### src/verilog/pdp8Pkg.sv
// PDP-8 shared types: machine word, cycle states, instruction views and signal bundles
package pdp8Pkg;

    typedef logic [11:0] word_t;                    // one 12-bit machine word

    typedef enum logic [3:0] {
        MS_HALT, MS_FETCH, MS_DEFER, MS_EXEC, MS_DEPOS, MS_EXAM
    } majState_e;                                   // major state of the memory cycle

    typedef enum logic [2:0] {
        TS_IDLE, TS_TS1, TS_TS2, TS_TS3, TS_TS4
    } timeState_e;                                  // time state inside one memory cycle

    // opcode field values
    localparam logic [2:0] OPC_AND = 3'd0;
    localparam logic [2:0] OPC_TAD = 3'd1;
    localparam logic [2:0] OPC_ISZ = 3'd2;
    localparam logic [2:0] OPC_DCA = 3'd3;
    localparam logic [2:0] OPC_JMS = 3'd4;
    localparam logic [2:0] OPC_JMP = 3'd5;
    localparam logic [2:0] OPC_IOT = 3'd6;
    localparam logic [2:0] OPC_OPR = 3'd7;

    typedef struct packed {
        logic [2:0] opcode;
        logic       indirect;                       // bit 8, defer through the addressed word
        logic       currentPage;                    // bit 7, page of MA instead of page zero
        logic [6:0] offset;
    } mrefView_t;

    typedef struct packed {
        logic [2:0] opcode;
        logic       group;                          // 0 = group 1, 1 = group 2
        logic [7:0] micro;
    } oprView_t;

    typedef union packed {
        mrefView_t mref;
        oprView_t  opr;
    } instrWord_u;

    typedef struct packed { logic link; word_t ac; } acLink_t;

    typedef struct packed { acLink_t acLink; logic skip; logic halt; } opResult_t;

    typedef struct packed {
        word_t   effAddr;
        logic    needDefer;
        logic    autoIndex;                         // MA in 0010..0017
        word_t   andAc;
        acLink_t tadSum;
        word_t   incMb;
    } mrefResult_t;

    typedef struct packed {
        logic start, cont, ldad, exam, dep, stop, step;
    } panelSwitch_t;

    typedef struct packed { logic start, cont, ldad, exam, dep; } panelCmd_t;

    typedef struct packed {
        word_t      ac;
        logic       link;
        word_t      ma;
        word_t      mb;
        logic [2:0] ir;
        logic       run, fetch, defer, exec;
    } frontLamps_t;

endpackage

### src/verilog/panelSwitches.sv
// front panel momentary switches: debounce and one-cycle command strobe on release
`timescale 1ns/1ns

module panelSwitches import pdp8Pkg::*; #(
    parameter int DEBOUNCE_BITS = 20
) (
    input  logic         CLOCK,
    input  logic         RESET,
    input  panelSwitch_t i_switches,
    output panelCmd_t    o_cmd
);

    logic [DEBOUNCE_BITS-1:0] count;        // runs while any switch is held
    logic                     debounced;    // count complete
    panelCmd_t                held;         // momentary switches only
    panelCmd_t                lastHeld;     // level one clock ago

    assign debounced = count[DEBOUNCE_BITS-1];

    always_comb begin
        held.start = i_switches.start;
        held.cont  = i_switches.cont;
        held.ldad  = i_switches.ldad;
        held.exam  = i_switches.exam;
        held.dep   = i_switches.dep;
    end

    always_ff @(posedge CLOCK) begin
        if (RESET) begin
            count    <= '0;
            lastHeld <= '0;
            o_cmd    <= '0;
        end else begin
            if (held == '0) begin
                count <= '0;                // nothing pressed, start over
            end else if (!debounced) begin
                count <= count + 1'b1;      // stops at the limit
            end
            lastHeld <= held;
            // falling edge while stable gives one strobe
            o_cmd <= debounced ? panelCmd_t'(lastHeld & ~held) : '0;
        end
    end

endmodule

### config.mk
export PLATFORM = sky130hd
export DESIGN_NAME = panelSwitches
export DESIGN_NICKNAME = d
export VERILOG_FILES = /design/src/verilog/pdp8Pkg.sv /design/src/verilog/panelSwitches.sv
export SDC_FILE = /design/constraint.sdc
export NUM_CORES = 1
export LEC_CHECK = 0
export BUFFER_PORTS_ARGS = -buffer_cell sky130_fd_sc_hd__buf_2
export CAP_MARGIN = 20
export CORE_ASPECT_RATIO = 1.1
export CORE_MARGIN = 2
export CORE_UTILIZATION = 48
export CTS_CLUSTER_SIZE = 8
export DETAILED_ROUTE_END_ITERATION = 10
export PLACE_DENSITY = 0.7
export SLEW_MARGIN = 10
export SYNTH_ARGS = -nofsm -noshare
export SYNTH_HDL_FRONTEND = slang
export SYNTH_SLANG_ARGS = --single-unit
### constraint.sdc
create_clock -name CLOCK -period 1.56 [get_ports CLOCK]
set_input_delay 0.312 -clock CLOCK [delete_from_list [all_inputs] [get_ports CLOCK]]
set_output_delay 0.312 -clock CLOCK [all_outputs]
set_load 0.01 [all_outputs]
==> qor.yml <==
final_layout:
  instances_no_fill: 185
  final_layout_size_suffix_gt1_share_pct: 31.17
  fillers: 211
  insertedDiodeCount: 0
  area_delta_synth_final_pct: 24.97
  num-nets-final: 163
yosys:
  avgSynthCellArea_sq_um: 9.778
  synthFlopType: "dfxtp_1"
  synthArstFlopShare_pct: 0
  synth-edff-count: 0
  ys_types: 36
  synthCells: 124
  syn_area_sq_um: 1212
  synth_nets: 134
  yosysSeqAreaShare_pct: 49.54
  synth_seq_cells: 30
  yosysTopAreaCellShare_pct: 49.54
  yosysTopAreaCell: "dfxtp_1"
  yosysWarnings: 0
  synth.area.top_cells: "dfxtp_1 (50%), xor2_1 (5.1%), nor2_1 (4.0%), a21oi_1 (3.7%), nor3b_1 (3.1%)"
floorplanning:
  fp.dieW_microns: 51.92
  coreArea_sq_um: 2449
  start_util_pct: 49.51
  rows: 19
  die_y_microns: 56.71
  die_area_sq_um: 2944
  pin_count: 14
global_routing:
  grt_start_max_net_pins: 15
  antenna_found_initial: 0
  grt.total_usage_pct: 18.31
  grt_pass1_vias: 969
  gr-total-overflow: 0
  grt_first_pass_wirelength_mm: 3.967
placed_design:
  numPortBuffers: 11
  dpl.cell_count: 175
  gp_congestion: 0.8037
  dp.final_hpwl_mm: 1.687
  dpl_worst_slack_ps: -17.25
sta:
  period_share_pct: 94.70
  relSlewSlack_pct: 76.29
  setup-tns-final_ps: 0
  fmax_mhz: 676.9
  post-route-min-period_ps: 1477
  rsz0062_at_grt: "false"
  setup_viol: 0
  drv_slew: 0
  worst_slew_pin_slew_ps: 350.6
  hold_viol: 0
  fin_skew_ps: 9.255
  fin_ws_ps: 82.65
setup_path:
  cp_max_fo: 5
  cp-start-kind: "flop"
  worst_setup_path_end_kind: "flop"
  crit_required_ps: 1820
  path_class: "flop to flop"
  arrival_ps: 1740
routing:
  first_pass_iters: 4
  routedWlPerCell_microns: 12.23
  postRouteAntennaNets: 0
  dr.first_iter.drc_count: 5
  routed_wirelength_mm: 2.262
  via_per_inst: 5.249
  drc: 0
  vias: 971
power_and_ir_drop:
  leakagePower_nw: 0.6138
  swShare_pct: 22.58
  p_int_w: 0.001030
  seqPwrFrac_pct: 59.6
  pwr_density_cell_nw_per_um2: 877.9
  comb_power_share_pct: 4.7
  ir_worst_vdd_v: 0.0007228
  p_clk_share_pct: 35.7
  p_total_w: 0.001330
  p_sw_w: 0.0003004
clocking:
  clockRootBuffer: "clkbuf_4"
  clkSinkCount: 30
  clk_pin_slew_ps: 90
  cts.path.max_buffers: 2
  cts_tree: "yes"
  worstSkewPairLatency_ps: 330
  cts_buffers: 5
  htreeDepth: 2
  cts_hold_repair.buffers: 0
worst_hold_path:
  hold_class: "input port to flop"
outcome:
  status: "finished clean"
flow_run:
  drv_cap: 0
-- worst paths after layout --
kind | start | endpoint | slack, ps | cells after the start
max | count[3] | count[17] | 80 | 4
min | i_switches[5] | o_cmd[3] | 160 | 2
max reg2reg | count[3] | count[17] | 80 | 4
min reg2reg | lastHeld[4] | o_cmd[4] | 450 | 1
-- state kept, by name, indices dropped and copies added, names as in the netlist --
signal and cells:
count 20, lastHeld 5, o_cmd 5
-- power groups by stage --
stage	clock network [W]	registers [W]	logic (W)
2_1_floorplan	0	0.000808	0.0000302
3_3_place_gp	0	0.000809	0.0000547
3_5_place_dp	0	0.000811	0.0000562
4_1_cts	0.000488	0.000794	0.0000564
5_1_grt	0.000532	0.000796	0.0000697
6_report	0.000475	0.000793	0.0000625
-- stage by stage --
stage,util (%),cell area (sq um),hold slack (ps)
2_1_floorplan,-,1214,378.7
3_3_place_gp,56.92,1394,446.4
3_5_place_dp,56.92,1394,450.8
4_1_cts,59.48,1456,148.8
5_1_grt,61.88,1515,161.5
6_report,61.88,1515,163.4
-- layout make-up --
| type | instances | area (sq um) | share of cell area [%] |
|---|---|---|---|
| tap | 31 | 38.79 | 2.560 |
| multi-input combinational | 91 | 626.9 | 41.37 |
| clock buffer | 7 | 55.05 | 3.633 |
| sequential | 30 | 616.8 | 40.71 |
| inverter | 1 | 3.754 | 0.2477 |
| clock inverter | 1 | 5.005 | 0.3303 |
| timing repair buffer | 24 | 168.9 | 11.15 |
-- per-layer routing --
layer | vias up | wire, microns | track usage (%)
li1 | 500 | - | -
met1 | 449 | 960 | 19.23
met2 | 17 | 1141 | 31.46
met3 | 5 | 110 | 7.181
met4 | 0 | 48 | 7.895
met5 | - | 0 | 0
-- synth_stat cells (3+ instances only) --
cell type / instances
nand2_1: 8
o21ai_0: 6
dfxtp_1: 30
xnor2_1: 3
xor2_1: 7
nor2b_1: 4
or3_1: 5
nand4_1: 3
nor2_1: 13
a21oi_1: 9
nor3b_1: 5
nand3_1: 4
-- critical path: stages (launching register included) --
cell and delay (ps):
dfxtp_4 390, nand4_4 100, or3_4 430, or3_1 350, a21oi_1 150
-- cell usage in the layout, fill, tap and decap left out, types with 2 or more instances in the layout --
| cell | n |
|---|---|
| o21ai_0 | 6 |
| nand2_1 | 8 |
| dfxtp_1 | 23 |
| a21oi_1 | 8 |
| nand3_1 | 4 |
| dfxtp_4 | 3 |
| nand4_1 | 3 |
| nor2_1 | 13 |
| nor2b_1 | 4 |
| or3_1 | 5 |
| xnor2_1 | 3 |
| clkbuf_4 | 5 |
| and4_1 | 2 |
| nor4_1 | 2 |
| buf_2 | 11 |
| dfxtp_2 | 4 |
| nor3b_1 | 5 |
| xor2_1 | 7 |
| buf_4 | 11 |
-- repair_timing --
| action | 4_1_cts | 5_1_grt |
|---|---|---|
| gates resized for setup | 2 | 13 |
| endpoints found under the setup margin | 4 | 5 |
| buffers inserted | 0 | 2 |
| pin swaps | 0 | 4 |
-- cell families after synthesis --
kind of cell / after synthesis / synth area share (%)
AOI/OAI and AO/OA: 18 / 8.050
adders and majority gates: 1 / 1.032
xor gates and xnor gates: 10 / 7.224
and+or+nand+nor: 61 / 32.30
DFF: 30 / 49.54
buffers and inverters: 3 / 1.031
muxes: 1 / 0.8256
Note: power is estimated with default switching activity, not from simulation.
