--- config.mk ---
export PLATFORM = sky130hd
export DESIGN_NAME = memRefUnit
export DESIGN_NICKNAME = d
export VERILOG_FILES = /design/src/verilog/pdp8Pkg.sv /design/src/verilog/memRefUnit.sv
export SDC_FILE = /design/constraint.sdc
export NUM_CORES = 1
export LEC_CHECK = 0
export ABC_AREA = 0
export BUFFER_PORTS_ARGS = -buffer_cell sky130_fd_sc_hd__buf_2
export CAP_MARGIN = 20
export CORE_UTILIZATION = 30
export DETAILED_ROUTE_END_ITERATION = 16
export PLACE_DENSITY = 0.7
export SLEW_MARGIN = 0
export SYNTH_ARGS = -nofsm -noshare
export SYNTH_HDL_FRONTEND = slang
export SYNTH_SLANG_ARGS = --single-unit
--- constraint.sdc ---
create_clock -name vclk -period 2.3
set_input_delay 0 -clock vclk [all_inputs]
set_output_delay 0 -clock vclk [all_outputs]
set_load 0.02 [all_outputs]
--- src/verilog/pdp8Pkg.sv ---
// PDP-8 shared types: machine word, cycle states, instruction views and signal bundles
package pdp8Pkg;

    typedef logic [11:0] word_t;                    // one 12-bit machine word

    typedef enum logic [3:0] {
        MS_HALT, MS_FETCH, MS_DEFER, MS_EXEC, MS_DEPOS, MS_EXAM
    } majState_e;                                   // major state of the memory cycle

    typedef enum logic [2:0] {
        TS_IDLE, TS_TS1, TS_TS2, TS_TS3, TS_TS4
    } timeState_e;                                  // time state inside one memory cycle

    // opcode field values
    localparam logic [2:0] OPC_AND = 3'd0;
    localparam logic [2:0] OPC_TAD = 3'd1;
    localparam logic [2:0] OPC_ISZ = 3'd2;
    localparam logic [2:0] OPC_DCA = 3'd3;
    localparam logic [2:0] OPC_JMS = 3'd4;
    localparam logic [2:0] OPC_JMP = 3'd5;
    localparam logic [2:0] OPC_IOT = 3'd6;
    localparam logic [2:0] OPC_OPR = 3'd7;

    typedef struct packed {
        logic [2:0] opcode;
        logic       indirect;                       // bit 8, defer through the addressed word
        logic       currentPage;                    // bit 7, page of MA instead of page zero
        logic [6:0] offset;
    } mrefView_t;

    typedef struct packed {
        logic [2:0] opcode;
        logic       group;                          // 0 = group 1, 1 = group 2
        logic [7:0] micro;
    } oprView_t;

    typedef union packed {
        mrefView_t mref;
        oprView_t  opr;
    } instrWord_u;

    typedef struct packed { logic link; word_t ac; } acLink_t;

    typedef struct packed { acLink_t acLink; logic skip; logic halt; } opResult_t;

    typedef struct packed {
        word_t   effAddr;
        logic    needDefer;
        logic    autoIndex;                         // MA in 0010..0017
        word_t   andAc;
        acLink_t tadSum;
        word_t   incMb;
    } mrefResult_t;

    typedef struct packed {
        logic start, cont, ldad, exam, dep, stop, step;
    } panelSwitch_t;

    typedef struct packed { logic start, cont, ldad, exam, dep; } panelCmd_t;

    typedef struct packed {
        word_t      ac;
        logic       link;
        word_t      ma;
        word_t      mb;
        logic [2:0] ir;
        logic       run, fetch, defer, exec;
    } frontLamps_t;

endpackage

--- src/verilog/memRefUnit.sv ---
// PDP-8 memory-reference decode: effective address, defer and auto-index flags, execute results
`timescale 1ns/1ns

module memRefUnit import pdp8Pkg::*; (
    input  instrWord_u  i_mb,
    input  word_t       i_ma,
    input  acLink_t     i_acLink,
    output mrefResult_t o_res
);

    word_t mbWord;                          // MB as a plain data word

    assign mbWord = i_mb;

    always_comb begin
        // page bits from MA for current page, else page zero
        o_res.effAddr   = {(i_mb.mref.currentPage ? i_ma[11:7] : 5'b0), i_mb.mref.offset};

        // IOT and OPR use bit 8 for other things
        o_res.needDefer = i_mb.mref.indirect &&
                          (i_mb.mref.opcode != OPC_IOT) &&
                          (i_mb.mref.opcode != OPC_OPR);

        o_res.autoIndex = (i_ma[11:3] == 9'o001);   // 0010..0017

        o_res.andAc     = i_acLink.ac & mbWord;

        // carry out of ac flips the link
        o_res.tadSum    = {i_acLink.link, i_acLink.ac} + {1'b0, mbWord};

        o_res.incMb     = mbWord + 12'd1;   // ISZ and auto-index
    end

endmodule

==> results of run 1 <==
## metal layers
metal	vias up	global-route usage [%]	routed length, microns
met5	-	0	0
met4	0	0	0
met3	0	0.468	166
met2	65	28.6	1140
met1	491	21.5	1160
li1	577	-	-
## logic make-up after synthesis
group           count (synthesis)  synth area share, %
buf+inv                        13                 9.61
compound gates                 31                 27.2
simple gates                   39                 23.6
fa+ha+maj                      14                 21.3
xor+xnor                       18                 18.3
## through the flow
stage	power, mW	instances	util, %	worst slack, ns
final	0.413	223	46.1	0.180
after global placement	0.412	223	46.1	0.204
after detailed placement	0.414	223	46.1	0.175
after CTS	0.416	223	46.1	0.176
after global routing	0.448	223	46.1	0.0206
after floorplan	0.288	115	-	0.376
## where the power goes
group	switching, mW	internal (mW)
combinational	0.250	0.162
sequential	0	0
clock	0	0
## layout by cell type (no fill, tap or decap), types with 2 or more instances in the layout
master and count:
a211oi_1 3, a21o_1 2, a21oi_1 7, and2_1 7, and3_1 2, buf_2 85, ha_1 13, inv_1 5
nand2_1 6, nand3_1 10, nor2_1 7, nor4_1 2, o21a_1 3, o21ai_0 2, xnor2_1 13, xor2_1 5
## worst min path at each step
stage          startpoint        end  slack, ns  depth (start not counted)
2_1_floorplan     i_mb[0]   o_res[0]       0.08                          1
3_3_place_gp      i_ma[9]  o_res[37]       0.27                          3
3_5_place_dp      i_ma[9]  o_res[37]       0.27                          3
4_1_cts           i_ma[9]  o_res[37]       0.27                          3
5_1_grt           i_ma[9]  o_res[37]       0.28                          3
6_report          i_ma[9]  o_res[37]       0.27                          3
## cell type report
type | instances | area [sq um]
Tap cell | 31 | 38.8
Multi-Input combinational cell | 102 | 777
Timing Repair Buffer | 85 | 425
Fill cell | 283 | 1470
Inverter | 5 | 18.8
==> out/metrics.cfg, run 1 <==
[synth]
yosys_warnings=0
ys_top_cells_by_count=13 x ha_1, 13 x xnor2_1, 10 x nand3_1
avgSynthCellArea_sq_um=7.47
ys_seq_area_share_pct=0
synth_cell_type_count=37
syn-cell-area_sq_um=860
yosys.area.top_type_share_pct=18.9
yosysTopAreaCell=ha_1
synthTopCellsByArea=ha_1 19%, xnor2_1 13%, buf_4 6.1%
synthCells=115
syn-num-nets=166

[setup_path]
path_depth=9
crit_type=in -> out
crit_chain=buf_2 -> ha_1 -> fa_1 -> a211o_1 -> a21oi_1 -> o21ai_2 -> or4_1 -> nand3_1 -> buf_2
critPathCapture=o_res[24]
slowest_delay_ns=0.43
end_kind=output port
cp_common_cell=buf_2
crit_start=i_mb[0]
cp_max_fo=6
cp_slowest_cell=fa_1
critPathRequiredTime_ns=2.30
arrival_ns=2.12
crit_family=adder cells
start_kind=input pin
path_buf_inv=2

[clock_tree]
cts_hold_buffers=0
ctsResizeCount=0
cts_setup_buffers=0

[power_and_ir_drop]
p_leak_nw=0.690
power.density_nw_per_um2=327
peakVddDrop_mv=0.209

[global_routing]
grt_overflow_total=0
grt_max_degree=9
grt_pass1_wl_microns=4150
grt.total_usage_pct=15.6
grt_pass1_vias=972
grt_antenna_before_repair=0

[detailed_routing]
wl_per_cell_microns=11.1
post-route-drc-count=0
vias=1133
drt-vias-per-instance=5.08
drtAntennaViolNets=0
drt-total-wl_microns=2470
drt_iter0_drc=47
dr.pass1.iters=3

[finish]
seq_cells=0
num-clock-buffers=0
diodes=0
regArea_sq_um=0
final_area_sq_um=1260
drive_gt1_share_pct=46.9
syn2layout_area_growth_pct=46.6
num-nets-final=245

[sta]
worstMarginPinSlew_ns=0.359
setup_viol=0
hold_viol=0
fin_crit_sh_pct=92.2
max-slew-margin-rel_pct=76.0
min_period_ns=2.12
max_freq_mhz=472
slew_viol_final=0
hold_slack_ns=0.273
tns_ns=0
rsz0062_at_grt=no

[placement]
place_congestion=0.775
io_buffers=85
dp_hpwl_microns=2140
postPlaceCellArea_sq_um=1260

[die]
die_y_microns=55.5
die_area_sq_um=3080
die_width_microns=55.5
rows=19
start_util_pct=31.4
ios=88
core_sq_um=2730

[hold_path]
holdCritPathClass=in -> out

[job]
max_cap_violations=0

[run_status]
status=finished clean

(Power assumes the default switching activity.)
==> inputs of run 2 (changes only) <==
==> constraint.sdc (replaced) <==
create_clock -name vclk -period 2.3
set_input_delay 0 -clock vclk [all_inputs]
set_output_delay 0 -clock vclk [all_outputs]
set_load 0.05 [all_outputs]
==> run 2 against run 1 <==
Critical path depth unchanged. Worst setup slack got worse by 0.069 ns. Power increased by 48%. Highest routed layer unchanged. Die area unchanged. Worst hold slack improved by 0.046 ns. Cell count increased by 0.90%. Combinational power increased by 48%. Core utilization increased by 0.82 points.
==> out/metrics.cfg, run 2 (same netlist as run 1, synthesis figures left out) <==
[setup_path]
path_buf_inv=2
crit_chain=buf_2 -> ha_1 -> fa_1 -> a211o_1 -> a21oi_1 -> o21ai_2 -> or4_1 -> nand3_1 -> buf_2
cp_common_cell=buf_2
end_kind=output port
arrival_ns=2.19
cp_slowest_cell=fa_1
start_kind=input pin
critPathRequiredTime_ns=2.30
crit_type=in -> out
crit_family=adder cells
cp_max_fo=6
slowest_delay_ns=0.42

[sta]
max-slew-margin-rel_pct=76.3
fin_crit_sh_pct=95.2
slew_viol_final=0
max_freq_mhz=457
tns_ns=0
setup_viol=0
setup_slack_ns=0.111
hold_viol=0
rsz0062_at_grt=no
worstMarginPinSlew_ns=0.354
min_period_ns=2.19

[power_and_ir_drop]
peakVddDrop_mv=0.264
p_leak_nw=0.702
power.density_nw_per_um2=476

[finish]
diodes=0
syn2layout_area_growth_pct=49.2
fillers=300
num-clock-buffers=0
seq_cells=0
drive_gt1_share_pct=47.9
final_common_cell=buf_2
regArea_sq_um=0
mostFrequentLayoutCells=85 x buf_2, 13 x xnor2_1, 13 x ha_1, 10 x nand3_1
fin_cells=225
num-nets-final=247

[die]
die_width_microns=55.5
die_y_microns=55.5
ios=88
rows=19
start_util_pct=31.4
die_area_sq_um=3080
core_sq_um=2730

[detailed_routing]
drt-total-wl_microns=2480
drt-vias-per-instance=5.08
drt_iter0_drc=35
drtAntennaViolNets=0
post-route-drc-count=0
vias=1142
wl_per_cell_microns=11.0
dr.pass1.iters=4

[job]
max_cap_violations=0

[run_status]
status=finished clean

[global_routing]
grt_overflow_total=0
grt_max_degree=9
grt_pass1_vias=1040
grt_pass1_wl_microns=4240
grt.total_usage_pct=15.9
grt_antenna_before_repair=0

[placement]
dpl_worst_slack_ns=0.0936
dp_hpwl_microns=2170
place_congestion=0.785
io_buffers=85
dp.cells=225

[hold_path]
holdCritPathClass=in -> out

[clock_tree]
ctsResizeCount=0
cts_setup_buffers=0
cts_hold_buffers=0

-- run 2: changes by cell type in the layout (fill, tap and decap cells not counted), sizes merged --
cell | before | now
buf | 85 | 87
-- run 2: metal layers --
metal	GRT usage (%)	wire length (microns)	part of all wire, %
met1	21.0	1130	45
met2	29.4	1150	46
met3	1.17	201	8.1
met4	0.714	0	0
met5	0	0	0
-- run 2: stage by stage --
stage / hold WS [ns] / instance area, sq um / util (%) / total power [mW]
finish: 0.319 / 1280 / 46.9 / 0.610
global route: 0.334 / 1280 / 46.9 / 0.646
CTS: 0.321 / 1280 / 46.9 / 0.614
detailed placement: 0.319 / 1280 / 46.9 / 0.612
global placement: 0.319 / 1280 / 46.9 / 0.610
floorplan: 0.167 / 867 / - / 0.484
-- run 2: path summary, 6_finish.rpt --
path / startpoint / endpoint / slack, ns / cells past startpoint
worst min-delay path: i_ma[8] / o_res[37] / 0.32 / 3
worst max-delay path: i_mb[0] / o_res[24] / 0.11 / 9
-- run 2: layout make-up --
| type | count | area, sq um | area share (%) |
|---|---|---|---|
| multi-input combinational | 102 | 785 | 61.2 |
| inverter | 5 | 18.8 | 1.46 |
| timing repair buffer | 87 | 440 | 34.3 |
| tap | 31 | 38.8 | 3.02 |
-- run 2: power breakdown --
part           total (mW)  switching, mW  internal, mW
logic               0.610          0.443         0.167
clock network           0              0             0
registers               0              0             0
