--- src/verilog/pdp8Pkg.sv ---
// PDP-8 shared types: machine word, cycle states, instruction views and signal bundles
package pdp8Pkg;

    typedef logic [11:0] word_t;                    // one 12-bit machine word

    typedef enum logic [3:0] {
        MS_HALT, MS_FETCH, MS_DEFER, MS_EXEC, MS_DEPOS, MS_EXAM
    } majState_e;                                   // major state of the memory cycle

    typedef enum logic [2:0] {
        TS_IDLE, TS_TS1, TS_TS2, TS_TS3, TS_TS4
    } timeState_e;                                  // time state inside one memory cycle

    // opcode field values
    localparam logic [2:0] OPC_AND = 3'd0;
    localparam logic [2:0] OPC_TAD = 3'd1;
    localparam logic [2:0] OPC_ISZ = 3'd2;
    localparam logic [2:0] OPC_DCA = 3'd3;
    localparam logic [2:0] OPC_JMS = 3'd4;
    localparam logic [2:0] OPC_JMP = 3'd5;
    localparam logic [2:0] OPC_IOT = 3'd6;
    localparam logic [2:0] OPC_OPR = 3'd7;

    typedef struct packed {
        logic [2:0] opcode;
        logic       indirect;                       // bit 8, defer through the addressed word
        logic       currentPage;                    // bit 7, page of MA instead of page zero
        logic [6:0] offset;
    } mrefView_t;

    typedef struct packed {
        logic [2:0] opcode;
        logic       group;                          // 0 = group 1, 1 = group 2
        logic [7:0] micro;
    } oprView_t;

    typedef union packed {
        mrefView_t mref;
        oprView_t  opr;
    } instrWord_u;

    typedef struct packed { logic link; word_t ac; } acLink_t;

    typedef struct packed { acLink_t acLink; logic skip; logic halt; } opResult_t;

    typedef struct packed {
        word_t   effAddr;
        logic    needDefer;
        logic    autoIndex;                         // MA in 0010..0017
        word_t   andAc;
        acLink_t tadSum;
        word_t   incMb;
    } mrefResult_t;

    typedef struct packed {
        logic start, cont, ldad, exam, dep, stop, step;
    } panelSwitch_t;

    typedef struct packed { logic start, cont, ldad, exam, dep; } panelCmd_t;

    typedef struct packed {
        word_t      ac;
        logic       link;
        word_t      ma;
        word_t      mb;
        logic [2:0] ir;
        logic       run, fetch, defer, exec;
    } frontLamps_t;

endpackage

--- src/verilog/cpuSequencer.sv ---
// PDP-8 sequencer: major and time states, processor registers and console service
`timescale 1ns/1ns

module cpuSequencer import pdp8Pkg::*; (
    input  logic        CLOCK,
    input  logic        RESET,
    input  panelCmd_t   i_cmd,
    input  logic        i_stop,             // stop or step switch held
    input  word_t       i_switchReg,
    input  word_t       i_rdData,
    input  mrefResult_t i_mref,
    input  opResult_t   i_op,
    output word_t       o_addr,
    output word_t       o_wrData,
    output logic        o_wrEn,
    output instrWord_u  o_mb,
    output acLink_t     o_acLink,
    output word_t       o_ma,
    output frontLamps_t o_lamps
);

    majState_e  majState, nextMaj, endState;
    timeState_e timeState;
    acLink_t    acLink, acLinkNext;
    word_t      pc, pcNext, ma, maNext;
    instrWord_u mb;
    logic [2:0] ir;

    assign o_addr   = ma;
    assign o_wrData = mb;
    assign o_wrEn   = (timeState == TS_TS3);    // core restore or modified MB
    assign o_mb     = mb;
    assign o_acLink = acLink;
    assign o_ma     = ma;

    // state after the last cycle of an instruction
    always_comb begin
        if (i_stop || (majState == MS_FETCH && i_op.halt)) begin
            endState = MS_HALT;
        end else begin
            endState = MS_FETCH;
        end
    end

    // TS4 register updates
    always_comb begin
        pcNext     = pc;
        maNext     = ma;
        acLinkNext = acLink;
        case (majState)
            MS_FETCH: case (ir)
                OPC_JMP: begin
                    if (mb.mref.indirect) maNext = i_mref.effAddr;  // pointer address
                    else                  pcNext = i_mref.effAddr;
                end
                OPC_IOT: pcNext = pc;       // no I/O bus, plain fetch
                OPC_OPR: begin
                    acLinkNext = i_op.acLink;
                    if (i_op.skip) pcNext = pc + 12'd1;
                end
                default: maNext = i_mref.effAddr;   // AND TAD ISZ DCA JMS
            endcase
            MS_DEFER: begin
                if (ir == OPC_JMP) pcNext = mb;     // jump through pointer
                else               maNext = mb;
            end
            MS_EXEC: case (ir)
                OPC_AND: acLinkNext.ac = i_mref.andAc;
                OPC_TAD: acLinkNext    = i_mref.tadSum;
                OPC_ISZ: if (word_t'(mb) == 12'o0000) pcNext = pc + 12'd1;
                OPC_DCA: acLinkNext.ac = 12'o0000;
                OPC_JMS: pcNext        = ma + 12'd1;    // past the stored return
                default: pcNext        = pc;
            endcase
            default: pcNext = pc;           // console cycles leave registers alone
        endcase
    end

    always_ff @(posedge CLOCK) begin
        if (RESET) begin
            majState  <= MS_HALT;
            nextMaj   <= MS_HALT;
            timeState <= TS_IDLE;
            acLink    <= '0;
            pc        <= '0;
            ma        <= '0;
            mb        <= '0;
            ir        <= '0;
        end else begin
            case (timeState)
                ////////////////////
                // idle, console
                ////////////////////
                TS_IDLE: begin
                    if (majState != MS_HALT) begin
                        timeState <= TS_TS1;    // MA has been stable for a clock
                    end else if (i_cmd.ldad) begin
                        pc       <= i_switchReg;
                        ma       <= i_switchReg;
                        majState <= MS_EXAM;
                    end else if (i_cmd.exam) begin
                        ma       <= pc;
                        pc       <= pc + 12'd1;
                        majState <= MS_EXAM;
                    end else if (i_cmd.dep) begin
                        ma       <= pc;
                        pc       <= pc + 12'd1;
                        majState <= MS_DEPOS;
                    end else if (i_cmd.cont) begin
                        ma       <= pc;
                        majState <= MS_FETCH;
                    end else if (i_cmd.start) begin
                        acLink   <= '0;         // START clears AC and link
                        ma       <= pc;
                        majState <= MS_FETCH;
                    end
                end
                TS_TS1: begin
                    mb        <= i_rdData;      // read word from core
                    timeState <= TS_TS2;
                end
                ////////////////////
                // modify MB
                ////////////////////
                TS_TS2: begin
                    case (majState)
                        MS_FETCH: begin
                            ir <= mb.mref.opcode;
                            pc <= pc + 12'd1;
                        end
                        MS_DEFER: if (i_mref.autoIndex) mb <= i_mref.incMb;
                        MS_EXEC: case (ir)
                            OPC_ISZ: mb <= i_mref.incMb;
                            OPC_DCA: mb <= acLink.ac;
                            OPC_JMS: mb <= pc;  // return address
                            default: mb <= mb;
                        endcase
                        MS_DEPOS: mb <= i_switchReg;
                        default:  mb <= mb;
                    endcase
                    timeState <= TS_TS3;
                end
                TS_TS3: begin                   // core write happens this clock
                    case (majState)
                        MS_FETCH: begin
                            if (ir == OPC_IOT || ir == OPC_OPR) nextMaj <= endState;
                            else if (i_mref.needDefer)          nextMaj <= MS_DEFER;
                            else if (ir == OPC_JMP)             nextMaj <= endState;
                            else                                nextMaj <= MS_EXEC;
                        end
                        MS_DEFER: begin
                            if (ir == OPC_JMP) nextMaj <= endState;
                            else               nextMaj <= MS_EXEC;
                        end
                        MS_EXEC: nextMaj <= endState;
                        default: nextMaj <= MS_HALT;    // console cycle done
                    endcase
                    timeState <= TS_TS4;
                end
                TS_TS4: begin
                    pc       <= pcNext;
                    acLink   <= acLinkNext;
                    ma       <= (nextMaj == MS_FETCH) ? pcNext : maNext;
                    majState <= nextMaj;
                    timeState <= TS_IDLE;
                end
                default: timeState <= TS_IDLE;
            endcase
        end
    end

    always_comb begin
        o_lamps.ac    = acLink.ac;
        o_lamps.link  = acLink.link;
        o_lamps.ma    = ma;
        o_lamps.mb    = mb;
        o_lamps.ir    = ir;
        o_lamps.run   = (majState != MS_HALT);  // console cycles light it too
        o_lamps.fetch = (majState == MS_FETCH);
        o_lamps.defer = (majState == MS_DEFER);
        o_lamps.exec  = (majState == MS_EXEC);
    end

endmodule

--- config.mk ---
export PLATFORM = sky130hd
export DESIGN_NAME = cpuSequencer
export DESIGN_NICKNAME = d
export VERILOG_FILES = /design/src/verilog/pdp8Pkg.sv /design/src/verilog/cpuSequencer.sv
export SDC_FILE = /design/constraint.sdc
export NUM_CORES = 1
export LEC_CHECK = 0
export BUFFER_PORTS_ARGS = -buffer_cell sky130_fd_sc_hd__buf_2
export CAP_MARGIN = 20
export CORE_UTILIZATION = 56
export CTS_CLUSTER_SIZE = 20
export DETAILED_ROUTE_END_ITERATION = 12
export PLACE_DENSITY = 0.84
export SETUP_SLACK_MARGIN = 0.2
export SYNTH_ARGS = -nofsm -noshare
export SYNTH_HDL_FRONTEND = slang
export SYNTH_SLANG_ARGS = --single-unit
--- constraint.sdc ---
create_clock -name CLOCK -period 3.6 [get_ports CLOCK]
set_clock_uncertainty 0.05 [all_clocks]
set_input_delay 0.36 -clock CLOCK [delete_from_list [all_inputs] [get_ports CLOCK]]
set_output_delay 0.36 -clock CLOCK [all_outputs]
set_load 0.1 [all_outputs]
==> metrics <==
status completed; TritonCTS clock tree built; RSZ-0062 raised after global routing no; final non-filler cell total 1044; pin count of the biggest net entering global routing 36; DRT met1 WL 8960 um; WL/cell 22.0 um; Setup crit end kind output pin; WS Path Type flop to output pin; Reg-to-Reg Start ir[2]; vias 6968; Post-route DRC 0; Vias/cell 6.67; worst setup path end o_lamps[1]; Top FF cell, synth dfxtp_1; initial antenna violation count 0; Die X 105 um; later-pin clock latency in the skew report 0.35 ns; clock sink count 60; Pwr Total 6.41 mW; num ports 204; Synth warnings 0; number of DRC markers in iteration 0 1033; row cnt 37; Worst-Margin Slew 0.898 ns; routed wire length 22900 um; setup TNS 0 ns; gr usage total 41.8%; P per Cell Area 968 mW/mm^2; routed length on met3 2760 um; antenna viol nets, final 0; largest cells by area after synthesis dfxtp_1 (20%), buf_4 (8.7%), nand2_1 (5.7%); Commonest cells post-synth nand2_1 (89), buf_4 (68), dfxtp_1 (60), nor2_1 (60), a21oi_1 (53); Die Area 0.0109 sq mm; H-tree levels 3; critical path launch point majState[1]; setup repair bufs after CTS 0; worst r2r path cells 6; Hold Crit Class input pin to flop; wire length on met2 10000 um; grt total ovfl 0; DP Cell Count 1028; max-capacitance violation count 0; Post-synth EDFFs 0; Rel. slew slack 39.9%; Detail Placement HPWL 16600 um; fin crit period 3.00 ns; Critical Path RT 3.19 ns; clk root buf clkbuf_8; post-CTS resize count 0; # nets final 1003; GP Congestion 1.02; first-pass GRT wire length 35600 um; largest area contributor in the netlist dfxtp_1; vias in the first global route 6188; setup violators final 0; chip height 105 um; Initial Utilization 57.3%; Bufs on Longest Clock Path 2; syn avg cell area 7.28 sq um; fin. max-slew vios 0; n_diodes 0; Hold Violations, Final 0; most frequent cell after synthesis nand2_1; CTS Buf Count 9; Synth Register Bits 60; post-synth top area share 20.4%; period utilization 83.4%; CTS Hold Buffers Added 0; Worst-path clk slew 0.07 ns; FMAX 0.333 GHz; Mapped Area 0.00589 sq mm; FF-to-FF setup slack 0.71 ns; Worst setup SP type flop; P_leak 2.79 nW; Max Used Layer met4; Area growth syn-to-layout 12.5%; asr flop ratio synth 0%; Reg-to-Reg End o_mb[6]; register area share after synthesis 20.4%; VDD IR-drop max 689 uV; post-synth net total 908; core area 0.0103 sq mm; Synth cell types 82; Critical Path Fanout Max 16; layout cell share with drive strength beyond 1 29.2%; drt pass-1 iters 6; Syn Inst Count 808; Worst Path Arrival 2.59 ns; IO Port Bufs 203
metal layers:
| layer | vias to the layer above | GRT usage (%) |
|---|---|---|
| met4 | 0 | 21.2 |
| met5 | - | 0 |
| met1 | 3185 | 56.3 |
| met2 | 541 | 62.3 |
| met3 | 95 | 9.09 |
| li1 | 3147 | - |
worst min-delay path by stage:
stage               slack (ns)  cells after the start          from     endpoint
floorplan                 0.40                      2    nextMaj[0]   nextMaj[0]
detailed placement        0.43                      2   o_acLink[0]  o_acLink[0]
CTS                       0.27                      4  i_rdData[11]     o_mb[11]
finish                    0.27                      4  i_rdData[11]     o_mb[11]
global placement          0.43                      2   o_acLink[0]  o_acLink[0]
global route              0.29                      4   i_rdData[7]      o_mb[7]
power by group:
group	internal, mW	switching [mW]	total, mW
Clock	0.356	0.294	0.650
Combinational	0.930	3.53	4.46
Sequential	0.838	0.463	1.30
Total	2.12	4.29	6.41
flip-flops by register name, summed over array words and instances, names as in the netlist:
| signal | flops |
|---|---|
| o_addr | 12 |
| majState | 3 |
| o_mb | 12 |
| timeState | 3 |
| pc | 12 |
| ir | 3 |
| o_acLink | 13 |
| nextMaj | 2 |
through the flow:
step	cell area [sq um]	worst slack [ns]	hold WS, ns	util [%]
after floorplan	5890	0.761	0.404	-
after CTS	6620	0.691	0.270	64.4
final	6620	0.599	0.271	64.4
after global routing	6620	0.581	0.294	64.4
after detailed placement	6420	0.859	0.429	62.5
after global placement	6420	0.904	0.428	62.5
critical path, cell delays in order (launching register included):
cell,delay (ns)
dfxtp_1,0.59
or3b_2,0.73
inv_2,0.40
buf_2,0.50
layout by cell type (no fill, tap or decap), drive strengths merged, types with 5 or more instances in the layout:
| cell | count |
|---|---|
| nor2b | 6 |
| nand2 | 89 |
| or3b | 6 |
| a31oi | 9 |
| nand4 | 14 |
| xor2 | 5 |
| a311oi | 5 |
| or4 | 13 |
| a22o | 19 |
| a22oi | 8 |
| and3 | 6 |
| nand3 | 21 |
| a221oi | 10 |
| nor3b | 16 |
| nand2b | 5 |
| mux2 | 7 |
| a2111oi | 6 |
| nor3 | 17 |
| o21ai | 44 |
| clkbuf | 12 |
| a211oi | 21 |
| a222oi | 17 |
| nor2 | 61 |
| o211ai | 6 |
| buf | 222 |
| o31ai | 5 |
| dfxtp | 60 |
| nor4 | 7 |
| inv | 19 |
| a21oi | 53 |
| xnor2 | 19 |
| mux2i | 23 |
| and2 | 5 |
| o22ai | 11 |
final cells by class:
class,instances,area [sq um]
tap,136,170
sequential,60,1200
clock inverter,4,47.5
multi-input combinational,591,3820
timing repair buffer,222,1160
inverter,19,71.3
clock buffer,12,155
fill,1003,3660
cell families after synthesis:
family / Yosys count / synth area share [%]
DFF: 60 / 20.4
buffers and inverters: 157 / 14.8
and+or+nand+nor: 289 / 25.6
adders and majority gates: 2 / 0.425
muxes: 30 / 5.25
xor gates and xnor gates: 24 / 3.57
AOI/OAI and AO/OA: 246 / 30.0
Note: power is estimated with default switching activity, not from simulation.
