[config.mk]
export PLATFORM = sky130hd
export DESIGN_NAME = operateUnit
export DESIGN_NICKNAME = d
export VERILOG_FILES = /design/src/verilog/pdp8Pkg.sv /design/src/verilog/operateUnit.sv
export SDC_FILE = /design/constraint.sdc
export NUM_CORES = 1
export LEC_CHECK = 0
export ABC_AREA = 1
export BUFFER_PORTS_ARGS = -buffer_cell sky130_fd_sc_hd__buf_4
export CORE_UTILIZATION = 40
export DETAILED_ROUTE_END_ITERATION = 7
export PLACE_DENSITY = 0.7
export SLEW_MARGIN = 20
export SYNTH_ARGS = -nofsm -noshare
export SYNTH_HDL_FRONTEND = slang
export SYNTH_SLANG_ARGS = --single-unit
[constraint.sdc]
create_clock -name vclk -period 5.4
set_input_delay 0.54 -clock vclk [all_inputs]
set_output_delay 0.54 -clock vclk [all_outputs]
set_load 0.02 [all_outputs]
[src/verilog/pdp8Pkg.sv]
// PDP-8 shared types: machine word, cycle states, instruction views and signal bundles
package pdp8Pkg;

    typedef logic [11:0] word_t;                    // one 12-bit machine word

    typedef enum logic [3:0] {
        MS_HALT, MS_FETCH, MS_DEFER, MS_EXEC, MS_DEPOS, MS_EXAM
    } majState_e;                                   // major state of the memory cycle

    typedef enum logic [2:0] {
        TS_IDLE, TS_TS1, TS_TS2, TS_TS3, TS_TS4
    } timeState_e;                                  // time state inside one memory cycle

    // opcode field values
    localparam logic [2:0] OPC_AND = 3'd0;
    localparam logic [2:0] OPC_TAD = 3'd1;
    localparam logic [2:0] OPC_ISZ = 3'd2;
    localparam logic [2:0] OPC_DCA = 3'd3;
    localparam logic [2:0] OPC_JMS = 3'd4;
    localparam logic [2:0] OPC_JMP = 3'd5;
    localparam logic [2:0] OPC_IOT = 3'd6;
    localparam logic [2:0] OPC_OPR = 3'd7;

    typedef struct packed {
        logic [2:0] opcode;
        logic       indirect;                       // bit 8, defer through the addressed word
        logic       currentPage;                    // bit 7, page of MA instead of page zero
        logic [6:0] offset;
    } mrefView_t;

    typedef struct packed {
        logic [2:0] opcode;
        logic       group;                          // 0 = group 1, 1 = group 2
        logic [7:0] micro;
    } oprView_t;

    typedef union packed {
        mrefView_t mref;
        oprView_t  opr;
    } instrWord_u;

    typedef struct packed { logic link; word_t ac; } acLink_t;

    typedef struct packed { acLink_t acLink; logic skip; logic halt; } opResult_t;

    typedef struct packed {
        word_t   effAddr;
        logic    needDefer;
        logic    autoIndex;                         // MA in 0010..0017
        word_t   andAc;
        acLink_t tadSum;
        word_t   incMb;
    } mrefResult_t;

    typedef struct packed {
        logic start, cont, ldad, exam, dep, stop, step;
    } panelSwitch_t;

    typedef struct packed { logic start, cont, ldad, exam, dep; } panelCmd_t;

    typedef struct packed {
        word_t      ac;
        logic       link;
        word_t      ma;
        word_t      mb;
        logic [2:0] ir;
        logic       run, fetch, defer, exec;
    } frontLamps_t;

endpackage

[src/verilog/operateUnit.sv]
// PDP-8 operate instructions: group 1 microcode, group 2 skips, OSR and HLT
`timescale 1ns/1ns

module operateUnit import pdp8Pkg::*; (
    input  instrWord_u i_mb,
    input  acLink_t    i_acLink,
    input  word_t      i_switchReg,
    output opResult_t  o_res
);

    logic [7:0] micro;
    acLink_t    g1Clr;                      // after CLA/CLL and CMA/CML
    acLink_t    g1Inc;                      // after IAC
    acLink_t    g1Rot;                      // after the rotate code
    logic       g2Skip;
    word_t      g2Ac;

    assign micro = i_mb.opr.micro;

    ////////////////////
    // group 1
    ////////////////////
    always_comb begin
        g1Clr.link = (micro[6] ? 1'b0 : i_acLink.link) ^ micro[4];     // CLL, CML
        g1Clr.ac   = (micro[7] ? 12'o0000 : i_acLink.ac) ^ {12{micro[5]}}; // CLA, CMA
        g1Inc      = g1Clr + {12'd0, micro[0]};                        // IAC carries into link
        case (micro[3:1])                   // RAR RAL BSW
            3'd1: g1Rot = {g1Inc.link, g1Inc.ac[5:0], g1Inc.ac[11:6]};     // BSW
            3'd2: g1Rot = {g1Inc.ac, g1Inc.link};                          // RAL
            3'd3: g1Rot = {g1Inc.ac[10:0], g1Inc.link, g1Inc.ac[11]};      // RTL
            3'd4: g1Rot = {g1Inc.ac[0], g1Inc.link, g1Inc.ac[11:1]};       // RAR
            3'd5: g1Rot = {g1Inc.ac[1:0], g1Inc.link, g1Inc.ac[11:2]};     // RTR
            default: g1Rot = g1Inc;         // no rotate
        endcase
    end

    ////////////////////
    // group 2
    ////////////////////
    assign g2Skip = ((micro[6] & i_acLink.ac[11]) |             // SMA
                     (micro[5] & (i_acLink.ac == 12'o0000)) |   // SZA
                     (micro[4] & i_acLink.link)) ^              // SNL
                    micro[3];                                   // reverse sense

    assign g2Ac = (micro[7] ? 12'o0000 : i_acLink.ac) | (micro[2] ? i_switchReg : 12'o0000);

    always_comb begin
        o_res.acLink = i_acLink;            // unchanged unless an operate applies
        o_res.skip   = 1'b0;
        o_res.halt   = 1'b0;
        if (i_mb.opr.opcode == OPC_OPR) begin
            if (!i_mb.opr.group) begin
                o_res.acLink = g1Rot;
            end else if (!micro[0]) begin   // bit 0 set is group 3, a no-op here
                o_res.acLink.ac = g2Ac;
                o_res.skip      = g2Skip;
                o_res.halt      = micro[1]; // HLT
            end
        end
    end

endmodule

==> results of run 1 <==
-- cell usage after synthesis, types with 2 or more instances --
| cell type | n | area share (%) |
|---|---|---|
| sky130_fd_sc_hd__inv_2 | 2 | 0.39 |
| sky130_fd_sc_hd__nand3_1 | 50 | 13 |
| sky130_fd_sc_hd__a311oi_1 | 8 | 3.6 |
| sky130_fd_sc_hd__nor2_4 | 6 | 3.5 |
| sky130_fd_sc_hd__nand4_1 | 7 | 2.3 |
| sky130_fd_sc_hd__a31oi_1 | 5 | 1.6 |
| sky130_fd_sc_hd__a21boi_1 | 6 | 2.3 |
| sky130_fd_sc_hd__o21ai_1 | 2 | 0.52 |
| sky130_fd_sc_hd__nor4_1 | 2 | 0.65 |
| sky130_fd_sc_hd__o21ai_0 | 15 | 3.9 |
| sky130_fd_sc_hd__buf_6 | 3 | 1.7 |
| sky130_fd_sc_hd__nor2_1 | 30 | 5.8 |
| sky130_fd_sc_hd__a21oi_1 | 7 | 1.8 |
| sky130_fd_sc_hd__ha_1 | 2 | 1.3 |
| sky130_fd_sc_hd__clkbuf_1 | 5 | 0.97 |
| sky130_fd_sc_hd__nand2_1 | 129 | 25 |
| sky130_fd_sc_hd__inv_1 | 62 | 12 |
| sky130_fd_sc_hd__nand3b_1 | 2 | 0.78 |
| sky130_fd_sc_hd__o21bai_1 | 3 | 1.2 |
| sky130_fd_sc_hd__nand2_2 | 13 | 4.2 |
| sky130_fd_sc_hd__nand3_2 | 4 | 2.1 |
| sky130_fd_sc_hd__nor2_2 | 5 | 1.6 |
| sky130_fd_sc_hd__buf_2 | 5 | 1.3 |
| sky130_fd_sc_hd__a21oi_2 | 2 | 0.91 |
| sky130_fd_sc_hd__nor3_1 | 3 | 0.78 |
| sky130_fd_sc_hd__xor2_1 | 3 | 1.4 |
-- worst min-delay path, cell delays in order --
cell and delay (ps):
sky130_fd_sc_hd__buf_4 100, sky130_fd_sc_hd__nor2_1 40, sky130_fd_sc_hd__nor2_1 100, sky130_fd_sc_hd__buf_4 150
-- per-stage QoR --
stage / hold WS, ps / cells / instance area, sq um / total power (W) / worst slack, ps
floorplan: 1262 / 393 / 1933 / 0.0001418 / 2514
detailed placement: 1466 / 483 / 2303 / 0.0002085 / 2059
global placement: 1452 / 483 / 2303 / 0.0002069 / 2139
CTS: 1467 / 483 / 2303 / 0.0002091 / 2056
finish: 1463 / 483 / 2303 / 0.0002120 / 2011
global route: 1496 / 483 / 2303 / 0.0002331 / 1784
-- per-layer routing --
layer  up-vias  global-route usage (%)  share of wire, %
li1       1344                       -                 -
met1      1121                   34.55                45
met2       134                   43.28                46
met3        17                   1.266               6.7
met4         0                   5.664               2.4
met5         -                       0                 0
-- logic make-up (layout without fill, tap and decap cells) --
| kind of cell | after synthesis | in the layout | synth area share [%] |
|---|---|---|---|
| buffers and inverters | 79 | 117 | 17.02 |
| adders and majority gates | 2 | 2 | 1.294 |
| xor gates and xnor gates | 4 | 4 | 2.201 |
| AOI/OAI and AO/OA | 53 | 53 | 17.99 |
| and+or+nand+nor | 255 | 255 | 61.49 |
-- worst max path at each step --
| stage | start | end | cells past startpoint | slack (ps) |
|---|---|---|---|---|
| floorplan | i_mb[7] | o_res[10] | 16 | 2510 |
| global route | i_mb[7] | o_res[13] | 17 | 1780 |
| detailed placement | i_mb[7] | o_res[7] | 19 | 2060 |
| CTS | i_mb[7] | o_res[7] | 19 | 2060 |
| finish | i_mb[7] | o_res[7] | 19 | 2010 |
| global placement | i_mb[7] | o_res[7] | 19 | 2140 |
-- report_power, final --
group          switching, W  internal, W  total, W
clock network             0            0         0
logic              0.000136    0.0000759  0.000212
registers                 0            0         0
total              0.000136    0.0000759  0.000212
-- layout make-up --
cell class / count / area, sq um / share of cell area, %
timing repair buffer: 52 / 390.4 / 16.95
inverter: 65 / 244.0 / 10.59
multi-input combinational: 314 / 1604 / 69.64
tap: 52 / 65.06 / 2.825
==> results summary, run 1 <==
The run finished with clean final reports. Setup repair after global routing left no endpoint under its margin. The share of layout cells above drive strength 1 came out at 20.65%. Before antenna repair, the detailed router went through 5 iterations. The maximum resistive drop on vdd came out at 0.00004380 V. The post-synthesis area per instance is 4.919 sq um. Setup violations remaining at the end of the flow were counted as 0. The total grt overflow came out at 0. Summing the sequential cell areas from Yosys gives 0% of the chip area. STA classifies the critical path endpoint as an output pin. The count of buffering cells on the critical path with inverters included is 5.

The type of the tightest min-delay check is primary input to output pin. The worst pin sits at a relative slew slack of 40.25%. For this configuration, the core starts out at a cell density of 42.92%. The hold violation total from the final report is 0. The number of clock-tree buffers in the layout came out at 0.

The wire-length estimate of the detail-placed layout is 5314 um. The number of antenna-violating nets in the routed design is 0. The count of final max-slew check failures was 0. The number of maximum-capacitance constraint violations is 0.

The area of all sequential standard cells came out at 0 sq um. The power density over the cells is 92.05 nW/um^2. The largest net degree at the start of global routing is 24.

Input and output buffers added on the ports amount to 52. The overall global routing resource usage came out at 25.09%. The die outline height is 71.52 um. The utilization of the core after routing is 51.14%.

The horizontal die dimension is 71.52 um. At the worst endpoint, the arrival time is 2850 ps. In this run the most critical hold path is launched from i_acLink[12].

The wire length of the first global-routing pass is 10410 um. The count of routing violations after the opening detailed-route iteration came out at 177. Among the stages of the critical path, the cell type that occurs most often is sky130_fd_sc_hd__nand2_1. From synthesis to final layout, the design area changed by 19.16%. The net count of the finished layout came out at 472. The count of mapped cells out of synthesis is 393. On the critical path the largest part of the delay comes from simple AND/OR/NAND/NOR gates.

The total of cells resized after clock tree synthesis came out at 0. The maximum net fanout on the critical path is 21. For this design, the slowest cell found on the critical path is sky130_fd_sc_hd__inv_2. The path with the worst hold slack has its endpoint at o_res[14].

52 I/O pins were placed. The time the final worst path needs with I/O delays and setup is 3389 ps. Dividing the final minimum period by the clock period gives 62.76%. The number of warnings printed during yosys synthesis came out at 0. Routability-driven placement finished with a final weighted congestion of 1.014. The signal on the critical path passes through buf_4, inv_2, nand2_1, xor2_1, inv_1, ha_1, ha_1, nand3_1, nor2_2, nand2_1, nand2_1, inv_1, nand2_1, nand3_1, nor2_1, nand2_1, nand2_1, a21boi_1, buf_4. In this design, the stage delay of the slowest critical-path cell is 240 ps. The hold buffer count at cts is 0.

In the layout the commonest cells are sky130_fd_sc_hd__nand2_1, sky130_fd_sc_hd__inv_1, sky130_fd_sc_hd__buf_4, sky130_fd_sc_hd__nand3_1, sky130_fd_sc_hd__nor2_1. The cell depth of the worst hold path is 4. The number of nets handed over by synthesis was 432. The die covers 5115 sq um. The maximum clock rate is 0.2951 GHz.

The number of vias in the routed layout came out at 2616. The number of global-route vias before repair came out at 2207. The final layout contains routed wiring with a total length of 6521 um.

Summed over all cells, the static leakage comes to 1.250 nW. In the finished design the tool counted flip-flops and latches totalling 0. In the final routed layout, each cell accounts on average for 13.50 um. The class of the most critical setup path is primary input to output pin. STA classifies the critical path startpoint as a primary input. The sum of negative setup slack came out at 0 ps. The area of the mapped netlist came out at 1933 sq um. The floorplan has 24 rows. The number of DRC violations after detailed routing is 0.

The initial antenna violation count came out at 0. The required time of the critical path is 4860 ps. Counting distinct cell types in the post-synthesis netlist gives 38. At the pin with the least slew margin, the transition time is 893.0 ps.

The number of antenna diodes in the final layout is 0. The total setup buffers inserted after CTS came out at 0. The core footprint is 4504 sq um. The layout has 498 filler cells. The detail-routed via count per cell came out at 5.416. The leading cell type in the layout, fill and taps excluded is sky130_fd_sc_hd__nand2_1.
No activity file was read; power rests on OpenSTA's default activity.
==> run 2: changes to the inputs <==
--- a/config.mk
+++ b/config.mk
@@ -5,7 +5,7 @@
 export SDC_FILE = /design/constraint.sdc
 export NUM_CORES = 1
 export LEC_CHECK = 0
-export ABC_AREA = 1
+export ABC_AREA = 0
 export BUFFER_PORTS_ARGS = -buffer_cell sky130_fd_sc_hd__buf_4
 export CORE_UTILIZATION = 40
 export DETAILED_ROUTE_END_ITERATION = 7
==> constraint.sdc (replaced) <==
create_clock -name vclk -period 3.2
set_input_delay 0.32 -clock vclk [all_inputs]
set_output_delay 0.32 -clock vclk [all_outputs]
set_load 0.02 [all_outputs]
==> results summary, run 2 <==
Result of the run: finished clean (unchanged). The termination of the worst setup path is o_res[10] (was o_res[7]). The start point of the critical path is i_mb[7] (unchanged).

The I/O pin total is 52 (unchanged). The number of sequential cells came out at 0 (unchanged). The slew of the pin with the lowest slew margin is 708.1 ps (was 893.0 ps). The area growth from synthesis to layout was 35.44% (was 19.16%). The count of endpoints failing setup in the final report was 0 (unchanged). The fraction of the yosys area taken by sequential cells was 0% (unchanged). The worst slew margin relative to its limit is 52.62% (was 40.25%). The type of the tightest min-delay check is primary input to output pin (unchanged). The die footprint was 4729 sq um (was 5115 sq um). The number of vias in the routed layout is 2607 (was 2616). The number of maximum-capacitance constraint violations came out at 0 (unchanged).

The total grt overflow came out at 0 (unchanged). Largest cells by area after synthesis: sky130_fd_sc_hd__nand2_1, sky130_fd_sc_hd__a221oi_1, sky130_fd_sc_hd__xnor2_1 (was sky130_fd_sc_hd__nand2_1, sky130_fd_sc_hd__nand3_1, sky130_fd_sc_hd__inv_1). Top library cells by usage in the layout, fill and taps aside: sky130_fd_sc_hd__buf_4, sky130_fd_sc_hd__nand2_1, sky130_fd_sc_hd__nor2_1, sky130_fd_sc_hd__o21ai_0, sky130_fd_sc_hd__a21oi_1 (was sky130_fd_sc_hd__nand2_1, sky130_fd_sc_hd__inv_1, sky130_fd_sc_hd__buf_4, sky130_fd_sc_hd__nand3_1, sky130_fd_sc_hd__nor2_1). The standby leakage power was 0.9680 nW (was 1.250 nW). The worst path uses 95.71% of the clock period. The data arrival time of the worst path came out at 2740 ps (was 2850 ps).

The final worst hold slack came to 974.6 ps (was 1463 ps). The total met3 wirelength after detailed routing is 731 um (was 434 um). The xor and xnor area share after synthesis came out at 7.368% (was 2.201%). The cell type with the largest total area after synthesis is sky130_fd_sc_hd__nand2_1 (unchanged). The count of mapped cells out of synthesis came out at 291 (was 393). The post-synthesis area per instance is 6.127 sq um (was 4.919 sq um).

The number of DRC violations after detailed routing is 0 (unchanged). The top routing layer in use is met4 (unchanged). Top cells by instance count after synthesis: sky130_fd_sc_hd__nand2_1, sky130_fd_sc_hd__nor2_1, sky130_fd_sc_hd__o21ai_0 (was sky130_fd_sc_hd__nand2_1, sky130_fd_sc_hd__inv_1, sky130_fd_sc_hd__nand3_1). The type of element launching the critical path is a primary input (unchanged). The core footprint came out at 4144 sq um (was 4504 sq um). The routability congestion estimate from global placement is 0.9822 (was 1.014). The wire length after detailed routing came out at 7240 um (was 6521 um). The sum of routed wire segments on met1 came out at 3157 um (was 2947 um).

The top-area cell type share of the netlist area was 6.737% (was 25.05%). The hold buffer count at cts came out at 0 (unchanged). The clock period could shrink to 3063 ps. The detail-routed via count per cell is 6.600 (was 5.416). The power density over the cells is 170.0 nW/um^2 (was 92.05 nW/um^2). The hold violation total from the final report came out at 0 (unchanged).

The critical path endpoint category was an output pin (unchanged). The half-perimeter wire length after placement is 5520 um (was 5314 um). The post-synthesis compound-gate area fraction was 48.63% (was 17.99%). The length of routed met2 wiring was 3181 um (was 2979 um). The maximum clock rate is 0.3265 GHz.

The area of the mapped netlist is 1783 sq um (was 1933 sq um). The length of the first detailed-routing pass in iterations came out at 8 (was 5). The horizontal die dimension is 68.77 um (was 71.52 um).

The count of placed standard cells in the final layout, fillers left out is 395 (was 483). The leading cell type in the layout, fill and taps excluded is sky130_fd_sc_hd__buf_4 (was sky130_fd_sc_hd__nand2_1). The maximum net fanout on the critical path is 6 (was 21). The sum of negative setup slack is 0 ps (unchanged). The largest net degree at the start of global routing came out at 28 (was 24). The cell count after placement is 394 (was 483). The number of diodes came to 0 (unchanged). The number of clock-tree buffers in the layout came out at 0 (unchanged). The die outline height is 68.77 um (was 71.52 um). The share of layout cells above drive strength 1 came out at 30.14% (was 20.65%).

The count of routing violations after the opening detailed-route iteration came out at 407 (was 177). The initial antenna violation count came out at 0 (unchanged). The net count of the finished layout is 386 (was 472). The number of global-route vias before repair came out at 2189 (was 2207). The required time of the critical path came out at 2880 ps (was 4860 ps). The overall global routing resource usage came out at 31.01% (was 25.09%).

The share of synthesized cell area in full adder, half adder and majority cells is 1.404% (was 1.294%). The post-synthesis net count came to 330 (was 432). The initial core utilization was 43.03% (was 42.92%). The maximum resistive drop on vdd came to 0.00007387 V (was 0.00004380 V). The wire length of the first global-routing pass came out at 11150 um (was 10410 um). The number of cell rows came to 23 (was 24). The class of the most critical setup path was primary input to output pin (unchanged). The total of fill cells in the finished design was 420 (was 498).

The number of buffers inserted by port buffering came out at 52 (unchanged). The area of placed instances came out at 2350 sq um (was 2303 sq um). The main combinational cell family by area after synthesis is compound AO/OA/AOI/OAI gates (was simple AND/OR/NAND/NOR gates). The number of library cell types mapped by synthesis is 61 (was 38). The count of final max-slew check failures is 0 (unchanged). The average wire length per cell after detail routing came out at 18.33 um (was 13.50 um).

The most repeated cell in the gate-level netlist after synthesis is sky130_fd_sc_hd__nand2_1 (unchanged). The finished layout cell area is 2415 sq um (was 2303 sq um). The area of all sequential standard cells is 0 sq um (unchanged). The post-synthesis simple-gate area fraction was 33.68% (was 61.49%). The number of antenna-violating nets in the routed design is 0 (unchanged). The number of warnings printed during yosys synthesis came to 0 (unchanged). The mux share of post-synthesis cell area is 0.6316% (was 0%). The area taken by multi-input logic gates came out at 1722 sq um (was 1604 sq um).
==> run 2: cell count changes in the layout (fill, tap and decap cells not counted), sizes merged, moves of 14 or more <==
cell,before,now
a221oi,0,14
buf,52,79
inv,64,8
nand2,143,33
nand3,54,12
nor2,41,25
==> run 2: area by class of cell <==
class	count	share of cell area, %
Multi-Input combinational cell	256	71.30
Inverter	10	1.554
Timing Repair Buffer	79	24.56
Tap cell	50	2.591
==> run 2: critical path, cell delays in order <==
cell                       delay, ps
sky130_fd_sc_hd__buf_4           110
sky130_fd_sc_hd__inv_1            80
sky130_fd_sc_hd__nand2_1          70
sky130_fd_sc_hd__xnor2_1         120
sky130_fd_sc_hd__ha_1            200
sky130_fd_sc_hd__buf_4           160
sky130_fd_sc_hd__inv_2            90
sky130_fd_sc_hd__a221oi_4         50
sky130_fd_sc_hd__a41o_2          280
sky130_fd_sc_hd__or4_4           560
sky130_fd_sc_hd__buf_4           170
sky130_fd_sc_hd__a221oi_2        290
sky130_fd_sc_hd__a221oi_2         50
sky130_fd_sc_hd__buf_4           180
==> run 2: cells by family after synthesis <==
family | after synthesis
AND/OR/NAND/NOR | 118
AO/OA/AOI/OAI | 120
XOR/XNOR | 15
multiplexers | 1
adder cells (fa/ha/maj) | 2
buffers and inverters | 35
==> run 2: how the worst min path moves through the flow <==
stage              startpoint   endpoint  slack (ps)  cells past startpoint
2_1_floorplan    i_acLink[12]  o_res[14]         820                      2
3_3_place_gp   i_switchReg[2]   o_res[4]         970                      3
3_5_place_dp   i_switchReg[2]   o_res[4]         970                      3
4_1_cts        i_switchReg[2]   o_res[4]         970                      3
5_1_grt        i_switchReg[2]   o_res[4]         990                      3
6_report       i_switchReg[2]   o_res[4]         970                      3
==> run 2: power breakdown <==
group	switching (W)	internal [W]	total [W]	leakage, nW
Clock	0	0	0	0
Combinational	0.000234	0.000176	0.000411	0.968
Sequential	0	0	0	0
Total	0.000234	0.000176	0.000411	0.968
==> run 2: repair_timing <==
item | 4_1_cts | 5_1_grt
buffers inserted | 0 | 1
resized for setup | 0 | 11
hold endpoints to repair | 0 | 0
setup endpoints to repair | 0 | 12
==> run 2: layer usage <==
metal / vias up / track usage, %
li1: 1229 / -
met1: 1197 / 46.61
met2: 163 / 47.79
met3: 18 / 1.316
met4: 0 / 7.398
met5: - / 0
==> run 2: through the flow <==
stage	total power [W]	setup slack, ps	utilization (%)
after floorplan	0.0002320	42.30	-
after global placement	0.0003858	36.66	56.70
after detailed placement	0.0003860	15.94	56.70
after CTS	0.0003874	1.857	56.70
after global routing	0.0004369	-23.80	58.27
final	0.0004105	137.4	58.27
